==> config.mk <==
export PLATFORM = sky130hd
export DESIGN_NAME = data_cache
export DESIGN_NICKNAME = d
export VERILOG_FILES = /design/src/cache_pkg.sv /design/src/cache_line_store.sv /design/src/cache_controller.sv /design/src/write_buffer.sv /design/src/memory_port.sv /design/src/data_cache.sv
export SDC_FILE = /design/constraint.sdc
export NUM_CORES = 2
export LEC_CHECK = 0
export ABC_AREA = 1
export BUFFER_PORTS_ARGS = -buffer_cell sky130_fd_sc_hd__buf_4
export CAP_MARGIN = 20
export CORE_ASPECT_RATIO = 0.7
export CORE_MARGIN = 5
export CORE_UTILIZATION = 51
export DETAILED_ROUTE_END_ITERATION = 12
export HOLD_SLACK_MARGIN = 0.12
export PLACE_DENSITY = 0.71
export SKIP_CTS_REPAIR_TIMING = 1
export SKIP_LAST_GASP = 1
export SYNTH_ARGS = -nofsm -noshare
export SYNTH_HDL_FRONTEND = slang
export SYNTH_HIERARCHICAL = 1
export SYNTH_SLANG_ARGS = --single-unit
==> constraint.sdc <==
create_clock -name i_clock -period 8.8 [get_ports i_clock]
set_input_delay 1.76 -clock i_clock [delete_from_list [all_inputs] [get_ports i_clock]]
set_output_delay 1.76 -clock i_clock [all_outputs]
set_load 0.005 [all_outputs]
==> src/cache_pkg.sv <==
// Data cache shared definitions
`default_nettype none

package cache_pkg;

  // Cache geometry
  localparam int CACHE_SETS = 8;
  localparam int LINE_WORDS = 4;
  localparam int SET_BITS   = $clog2(CACHE_SETS);
  localparam int WORD_BITS  = $clog2(LINE_WORDS);
  localparam int TAG_BITS   = 32 - SET_BITS - WORD_BITS - 2;

  // Dirty line write buffer entries
  localparam int WB_DEPTH = 4;

  typedef logic [31:0]           address_t;
  typedef logic [31:0]           word_t;
  typedef logic [TAG_BITS-1:0]   tag_t;
  typedef logic [SET_BITS-1:0]   set_index_t;
  typedef logic [WORD_BITS-1:0]  word_index_t;
  typedef word_t [LINE_WORDS-1:0] line_data_t;

  // Coherence flag of one line
  typedef enum logic [1:0] {
    INVALID  = 2'd0,
    VALID    = 2'd1,
    MODIFIED = 2'd2
  } line_state_e;

  // Processor request as captured at the top level
  typedef struct packed {
    address_t address;
    word_t    wdata;
    logic     write;
  } cpu_request_t;

  // Evicted dirty line, address is line aligned
  typedef struct packed {
    address_t   address;
    line_data_t line;
  } wb_record_t;

  typedef enum logic [2:0] {
    IDLE,
    LOOKUP,
    EVICT,
    WAIT_DRAIN,
    REFILL,
    COMPLETE
  } ctrl_state_e;

endpackage

`default_nettype wire

==> src/cache_line_store.sv <==
// Cache line storage
`timescale 1ns/1ps
`default_nettype none

module cache_line_store (
  input  wire                       i_clock,
  input  wire                       i_reset,

  input  wire cache_pkg::cpu_request_t i_request,

  input  wire                       i_fill,
  input  wire cache_pkg::line_data_t i_fill_line,
  input  wire                       i_word_write,

  output logic                      o_hit,
  output cache_pkg::line_state_e    o_state,
  output cache_pkg::word_t          o_rdata,
  output cache_pkg::wb_record_t     o_victim
);
  import cache_pkg::*;

  // Per set storage
  tag_t        tags   [CACHE_SETS];
  line_data_t  lines  [CACHE_SETS];
  line_state_e states [CACHE_SETS];

  // Request address fields
  tag_t        req_tag;
  set_index_t  req_set;
  word_index_t req_word;

  assign req_tag  = i_request.address[31 -: TAG_BITS];
  assign req_set  = i_request.address[WORD_BITS+2 +: SET_BITS];
  assign req_word = i_request.address[2 +: WORD_BITS];

  // Lookup on the addressed set
  assign o_state = states[req_set];
  assign o_hit   = (states[req_set] != INVALID) && (tags[req_set] == req_tag);
  assign o_rdata = lines[req_set][req_word];

  // Resident line of the set, rebuilt as a line aligned record
  assign o_victim.address = {tags[req_set], req_set, {(WORD_BITS + 2){1'b0}}};
  assign o_victim.line    = lines[req_set];

  // Coherence flags
  always_ff @(posedge i_clock) begin
    if (i_reset) begin
      for (int s = 0; s < CACHE_SETS; s++) begin
        states[s] <= INVALID;
      end
    end else if (i_word_write) begin
      states[req_set] <= MODIFIED;
    end else if (i_fill) begin
      states[req_set] <= VALID;
    end
  end

  // Tag and data arrays
  always_ff @(posedge i_clock) begin
    if (i_fill) begin
      tags[req_set]  <= req_tag;
      lines[req_set] <= i_fill_line;
    end
    // Single word update, only on a resident line
    if (i_word_write) begin
      lines[req_set][req_word] <= i_request.wdata;
    end
  end

endmodule

`default_nettype wire

==> src/cache_controller.sv <==
// Cache control state machine
`timescale 1ns/1ps
`default_nettype none

module cache_controller (
  input  wire                          i_clock,
  input  wire                          i_reset,

  input  wire                          i_start,
  input  wire cache_pkg::cpu_request_t i_request,

  input  wire                          i_hit,
  input  wire cache_pkg::line_state_e  i_state,
  input  wire cache_pkg::wb_record_t   i_victim,

  input  wire                          i_wb_full,
  input  wire                          i_wb_empty,

  input  wire                          i_refill_done,

  output logic                         o_fill,
  output logic                         o_word_write,
  output logic                         o_wb_push,
  output cache_pkg::wb_record_t        o_wb_record,

  output logic                         o_refill_request,
  output cache_pkg::address_t          o_refill_address,

  output logic                         o_ready,
  output logic                         o_done,
  output logic                         o_hit,
  output cache_pkg::word_t             o_rdata
);
  import cache_pkg::*;

  ctrl_state_e state_q;
  ctrl_state_e state_d;

  // Lookup result kept until the operation completes
  logic        hit_seen;
  word_index_t req_word;

  assign req_word = i_request.address[2 +: WORD_BITS];

  always_comb begin
    state_d = state_q;
    unique case (state_q)
      IDLE: begin
        if (i_start) begin
          state_d = LOOKUP;
        end
      end
      LOOKUP: begin
        if (i_hit) begin
          state_d = COMPLETE;
        end else if (i_state == MODIFIED) begin
          state_d = EVICT;
        end else begin
          state_d = WAIT_DRAIN;
        end
      end
      // Stall here while the buffer has no room
      EVICT: begin
        if (!i_wb_full) begin
          state_d = WAIT_DRAIN;
        end
      end
      WAIT_DRAIN: begin
        if (i_wb_empty) begin
          state_d = REFILL;
        end
      end
      REFILL: begin
        if (i_refill_done) begin
          state_d = COMPLETE;
        end
      end
      COMPLETE: state_d = IDLE;
      default:  state_d = IDLE;
    endcase
  end

  always_ff @(posedge i_clock) begin
    if (i_reset) begin
      state_q  <= IDLE;
      hit_seen <= 1'b0;
      o_ready  <= 1'b1;
      o_done   <= 1'b0;
      o_hit    <= 1'b0;
    end else begin
      state_q <= state_d;
      if (state_q == LOOKUP) begin
        hit_seen <= i_hit;
      end
      if (state_q == IDLE && i_start) begin
        o_ready <= 1'b0;
      end else if (state_q == COMPLETE) begin
        o_ready <= 1'b1;
      end
      o_done <= (state_q == COMPLETE);
      o_hit  <= (state_q == COMPLETE) && hit_seen;
    end
  end

  // Read word comes from the resident line, which is the new one after a refill
  always_ff @(posedge i_clock) begin
    if (state_q == COMPLETE && !i_request.write) begin
      o_rdata <= i_victim.line[req_word];
    end
  end

  // Store and buffer strobes
  assign o_fill       = (state_q == REFILL) && i_refill_done;
  assign o_word_write = (state_q == COMPLETE) && i_request.write;
  assign o_wb_push    = (state_q == EVICT) && !i_wb_full;
  assign o_wb_record  = i_victim;

  // Refill of the whole line holding the request
  assign o_refill_request = (state_q == REFILL);
  assign o_refill_address = {i_request.address[31:WORD_BITS+2], {(WORD_BITS + 2){1'b0}}};

endmodule

`default_nettype wire

==> src/write_buffer.sv <==
// Dirty line write buffer
`timescale 1ns/1ps
`default_nettype none

module write_buffer (
  input  wire                        i_clock,
  input  wire                        i_reset,

  input  wire                        i_push,
  input  wire cache_pkg::wb_record_t i_record,

  input  wire                        i_pop,

  output cache_pkg::wb_record_t      o_head,
  output logic                       o_empty,
  output logic                       o_full
);
  import cache_pkg::*;

  wb_record_t records [WB_DEPTH];

  logic [$clog2(WB_DEPTH)-1:0] wr_ptr;
  logic [$clog2(WB_DEPTH)-1:0] rd_ptr;
  // One extra bit so a full buffer is distinct from an empty one
  logic [$clog2(WB_DEPTH+1)-1:0] count;

  logic push_ok;
  logic pop_ok;

  assign push_ok = i_push && !o_full;
  assign pop_ok  = i_pop && !o_empty;

  always_ff @(posedge i_clock) begin
    if (i_reset) begin
      wr_ptr <= '0;
      rd_ptr <= '0;
      count  <= '0;
    end else begin
      if (push_ok) begin
        wr_ptr <= wr_ptr + 1'b1;
      end
      if (pop_ok) begin
        rd_ptr <= rd_ptr + 1'b1;
      end
      unique case ({push_ok, pop_ok})
        2'b10:   count <= count + 1'b1;
        2'b01:   count <= count - 1'b1;
        default: count <= count;
      endcase
    end
  end

  // Entry storage
  always_ff @(posedge i_clock) begin
    if (push_ok) begin
      records[wr_ptr] <= i_record;
    end
  end

  assign o_head  = records[rd_ptr];
  assign o_empty = (count == 0);
  assign o_full  = (count == WB_DEPTH);

endmodule

`default_nettype wire

==> src/memory_port.sv <==
// Line memory port
`timescale 1ns/1ps
`default_nettype none

module memory_port (
  input  wire                        i_clock,
  input  wire                        i_reset,

  input  wire cache_pkg::wb_record_t i_wb_head,
  input  wire                        i_wb_empty,
  output logic                       o_wb_pop,

  input  wire                        i_refill_request,
  input  wire cache_pkg::address_t   i_refill_address,
  output logic                       o_refill_done,
  output cache_pkg::line_data_t      o_refill_line,

  output logic                       o_mem_read,
  output logic                       o_mem_write,
  output cache_pkg::address_t        o_mem_address,
  output cache_pkg::line_data_t      o_mem_wline,

  input  wire cache_pkg::line_data_t i_mem_rline,
  input  wire                        i_mem_ready,
  input  wire                        i_mem_done
);
  import cache_pkg::*;

  // Request levels, one at a time
  always_ff @(posedge i_clock) begin
    if (i_reset) begin
      o_mem_read  <= 1'b0;
      o_mem_write <= 1'b0;
    end else if (o_mem_write) begin
      if (i_mem_done) begin
        o_mem_write <= 1'b0;
      end
    end else if (o_mem_read) begin
      if (i_mem_ready) begin
        o_mem_read <= 1'b0;
      end
    end else if (!i_wb_empty) begin
      // Write-back goes first
      o_mem_write <= 1'b1;
    end else if (i_refill_request) begin
      o_mem_read <= 1'b1;
    end
  end

  // Address and write line, held while a request is up
  always_ff @(posedge i_clock) begin
    if (!o_mem_write && !o_mem_read) begin
      if (!i_wb_empty) begin
        o_mem_address <= i_wb_head.address;
        o_mem_wline   <= i_wb_head.line;
      end else begin
        o_mem_address <= i_refill_address;
      end
    end
  end

  // Head leaves the buffer once memory has taken it
  assign o_wb_pop = o_mem_write && i_mem_done;

  // Refill completes in the same cycle as the ready pulse
  assign o_refill_done = o_mem_read && i_mem_ready;
  assign o_refill_line = i_mem_rline;

endmodule

`default_nettype wire

==> src/data_cache.sv <==
// Write-back data cache top
`timescale 1ns/1ps
`default_nettype none

module data_cache (
  input  wire                        i_clock,
  input  wire                        i_reset,

  // Processor side
  input  wire                        i_read,
  input  wire                        i_write,
  input  wire cache_pkg::address_t   i_address,
  input  wire cache_pkg::word_t      i_wdata,
  output logic                       o_ready,
  output logic                       o_done,
  output logic                       o_hit,
  output cache_pkg::word_t           o_rdata,

  // Memory side
  output logic                       o_mem_read,
  output logic                       o_mem_write,
  output cache_pkg::address_t        o_mem_address,
  output cache_pkg::line_data_t      o_mem_wline,
  input  wire cache_pkg::line_data_t i_mem_rline,
  input  wire                        i_mem_ready,
  input  wire                        i_mem_done
);
  import cache_pkg::*;

  cpu_request_t request_q;
  logic         start;

  logic         lookup_hit;
  line_state_e  lookup_state;
  wb_record_t   victim;
  logic         fill;
  logic         word_write;

  logic         wb_push;
  wb_record_t   wb_record;
  wb_record_t   wb_head;
  logic         wb_empty;
  logic         wb_full;
  logic         wb_pop;

  logic         refill_request;
  address_t     refill_address;
  logic         refill_done;
  line_data_t   refill_line;

  // Strobes count only while the cache is ready
  assign start = (i_read || i_write) && o_ready;

  always_ff @(posedge i_clock) begin
    if (start) begin
      request_q <= '{address: i_address, wdata: i_wdata, write: i_write};
    end
  end

  cache_line_store u_store (
    .i_clock, .i_reset,
    .i_request   (request_q),
    .i_fill      (fill),
    .i_fill_line (refill_line),
    .i_word_write(word_write),
    .o_hit       (lookup_hit),
    .o_state     (lookup_state),
    .o_rdata     (),
    .o_victim    (victim)
  );

  cache_controller u_controller (
    .i_clock, .i_reset,
    .i_start         (start),
    .i_request       (request_q),
    .i_hit           (lookup_hit),
    .i_state         (lookup_state),
    .i_victim        (victim),
    .i_wb_full       (wb_full),
    .i_wb_empty      (wb_empty),
    .i_refill_done   (refill_done),
    .o_fill          (fill),
    .o_word_write    (word_write),
    .o_wb_push       (wb_push),
    .o_wb_record     (wb_record),
    .o_refill_request(refill_request),
    .o_refill_address(refill_address),
    .o_ready, .o_done, .o_hit, .o_rdata
  );

  write_buffer u_write_buffer (
    .i_clock, .i_reset,
    .i_push  (wb_push),
    .i_record(wb_record),
    .i_pop   (wb_pop),
    .o_head  (wb_head),
    .o_empty (wb_empty),
    .o_full  (wb_full)
  );

  memory_port u_memory_port (
    .i_clock, .i_reset,
    .i_wb_head       (wb_head),
    .i_wb_empty      (wb_empty),
    .o_wb_pop        (wb_pop),
    .i_refill_request(refill_request),
    .i_refill_address(refill_address),
    .o_refill_done   (refill_done),
    .o_refill_line   (refill_line),
    .o_mem_read, .o_mem_write, .o_mem_address, .o_mem_wline,
    .i_mem_rline, .i_mem_ready, .i_mem_done
  );

endmodule

`default_nettype wire

==> impl_metrics.json <==
{
  "grt_use_met2": 0.368,
  "grt_max_degree": 137,
  "critPathKind": "reg -> reg",
  "power.density_nw_per_um2": 276,
  "slew_violations": 0,
  "cpMaxStageDelayCell": "inv_4",
  "grt_use_total": 0.265,
  "use_met3": 0.0956,
  "r2r_slack_ps": 3830,
  "core.rowCount": 125,
  "grt_overflow": 0,
  "antenna_found_initial": 23,
  "nFillCells": 12669,
  "viasPerCell": 5.81,
  "cts_buffer_depth": 3,
  "cts_tree": "built",
  "cts_htree_levels": 4,
  "worstPathMaxFanout": 65,
  "wl_per_cell_um": 26.8,
  "fin_nets": 6567,
  "area_growth_pct": 10.7,
  "crit_top_cell": "buf_4",
  "top_usage_layer": "met1",
  "rsz0062_at_grt": "no",
  "netlist_area_sq_um": 84500,
  "max_freq_mhz": 201,
  "portBuffers": 392,
  "cts_sinks": 2153,
  "drive_gt1_frac": 0.134,
  "period_needed_ps": 4970,
  "required_ps": 9460,
  "fin_util": 0.566,
  "fp.dieH_um": 350,
  "fp.coreArea_sq_um": 165000,
  "worst_ep_arrival_time_ps": 5630,
  "ios": 395,
  "min_to": "u_controller/o_hit",
  "finalClockSkew_ps": 79.9,
  "crit_path_cell_trace": "nor2_4 -> buf_4 -> nand2_2 -> inv_4 -> buf_4 -> a22o_1 -> a21oi_1 -> nand3_1 -> o21ai_0 -> o22ai_1",
  "tightest_slew_ps": 1140,
  "hp-class": "reg -> reg",
  "leakage_nw": 33.2,
  "endpoint_kind": "flip-flop",
  "hold_violations": 0,
  "first_global_vias": 46716,
  "finalWirelength_mm": 235,
  "cts_inserted_buffers": 194,
  "timing.rr.start": "request_q[39]",
  "setup-violations-final": 0,
  "syn_inst": 6299,
  "slew_headroom": 0.243,
  "cap_violations": 0,
  "startpoint_type": "flip-flop",
  "critPathTopFamily": "buffers and inverters",
  "ir_worst_vdd_v": 0.000199,
  "cp_slowest_stage_delay_ps": 850,
  "grt_util_met1": 0.386,
  "path_buf_inv": 3,
  "drtIter0Drc": 7198,
  "totalPowerFinal_mw": 25.8,
  "worstRegToRegCells": 10,
  "start_util": 0.511,
  "vias": 50829,
  "syn_avg_cell_area_sq_um": 13.4,
  "r2r_end": "u_controller/o_rdata[11]",
  "drc": 0,
  "die-area_sq_um": 174000,
  "hp-start": "u_controller/hit_seen",
  "cts-root-buf": "clkbuf_16",
  "grt_pass1_wl_mm": 330,
  "yosysWarnings": 6,
  "status": "finished clean",
  "clk_pin_slew_ps": 60,
  "fin_crit_sh": 0.565,
  "setup_tns_ps": 0,
  "dr.pass1.iters": 9,
  "postRouteAntennaNets": 0,
  "die_x_um": 496,
  "clock_latency_ps": 850,
  "hold_depth": 2,
  "hpwl_mm": 146,
  "gp_congestion": 0.880
}
-- area by class of cell --
type	count	area, sq um	area share
flip-flops and latches	2153	64500	0.689
diodes	6	15.0	0.000161
inverters	309	1190	0.0127
multi-input cells	3208	15200	0.162
repair buffers	497	3830	0.0409
clock inverters	112	943	0.0101
well taps	2222	2780	0.0297
clock buffers	245	5100	0.0545
-- through the flow --
stage	hold WS (ps)	instance area, sq um	std cells	setup WS, ps
after floorplan	422	84500	6305	385
after global placement	444	87400	8380	3800
after detailed placement	452	87400	8381	3920
after CTS	463	93400	8738	3960
after global routing	495	93500	8747	3840
final	461	93500	8752	3830
-- placed cells by master (no fill, tap or decap), drive strengths merged, types with 2 or more instances in the layout --
master,count
diode,6
a22oi,150
conb,8
nand2,1324
ha,5
nor3b,3
clkbuf,252
dfxtp,18
bufinv,10
nand3,123
a22o,20
nand4,118
a21oi,39
o21ai,544
nor2,587
clkinvlp,2
nor3,4
edfxtp,2135
clkinv,90
nand3b,19
buf,490
inv,319
a221oi,34
o21bai,4
o211ai,3
o22ai,192
or2,28
-- state kept, by name, summed over array words and instances (netlist names), named ones only --
| register | cells |
|---|---|
| request_q | 63 |
| u_controller/hit_seen | 1 |
| u_controller/o_done | 1 |
| u_controller/o_hit | 1 |
| u_controller/o_rdata | 32 |
| u_controller/o_ready | 1 |
| u_controller/state_q | 3 |
| u_memory_port/o_mem_address | 32 |
| u_memory_port/o_mem_read | 1 |
| u_memory_port/o_mem_wline | 128 |
| u_memory_port/o_mem_write | 1 |
| u_store/lines | 1024 |
| u_store/states | 16 |
| u_store/tags | 200 |
| u_write_buffer/count | 3 |
| u_write_buffer/rd_ptr | 2 |
| u_write_buffer/records | 640 |
| u_write_buffer/wr_ptr | 2 |
-- worst reg2reg max path, stage by stage (launching register included) --
cell and delay [ps]:
edfxtp_1 700, nor2_4 550, buf_4 330, nand2_2 290
inv_4 860, buf_4 790, a22o_1 260, a21oi_1 50
nand3_1 410, o21ai_0 330, o22ai_1 250
-- layer usage --
metal | vias to the layer above | part of all wire | wire [um]
li1 | 22332 | - | -
met1 | 24849 | 0.38 | 89000
met2 | 3242 | 0.42 | 98600
met3 | 406 | 0.16 | 37700
met4 | 0 | 0.040 | 9420
met5 | - | 0 | 0
-- how the worst max path moves through the flow --
stage / start / endpoint / slack (ps) / cells after the start
detailed placement: i_mem_ready / u_store/lines[2][121] / 3920 / 10
global placement: i_mem_ready / u_store/lines[7][105] / 3800 / 9
CTS: request_q[39] / u_controller/o_rdata[11] / 3960 / 10
finish: request_q[39] / u_controller/o_rdata[11] / 3830 / 10
floorplan: u_controller/state_q[1] / u_write_buffer/records[0][0] / 390 / 4
global route: request_q[39] / u_controller/o_rdata[11] / 3840 / 10
-- power by group --
| group | switching, mW | internal [mW] |
|---|---|---|
| sequential | 0.345 | 12.6 |
| clock | 3.71 | 4.42 |
| combinational | 3.55 | 1.16 |
(Power assumes the default switching activity.)
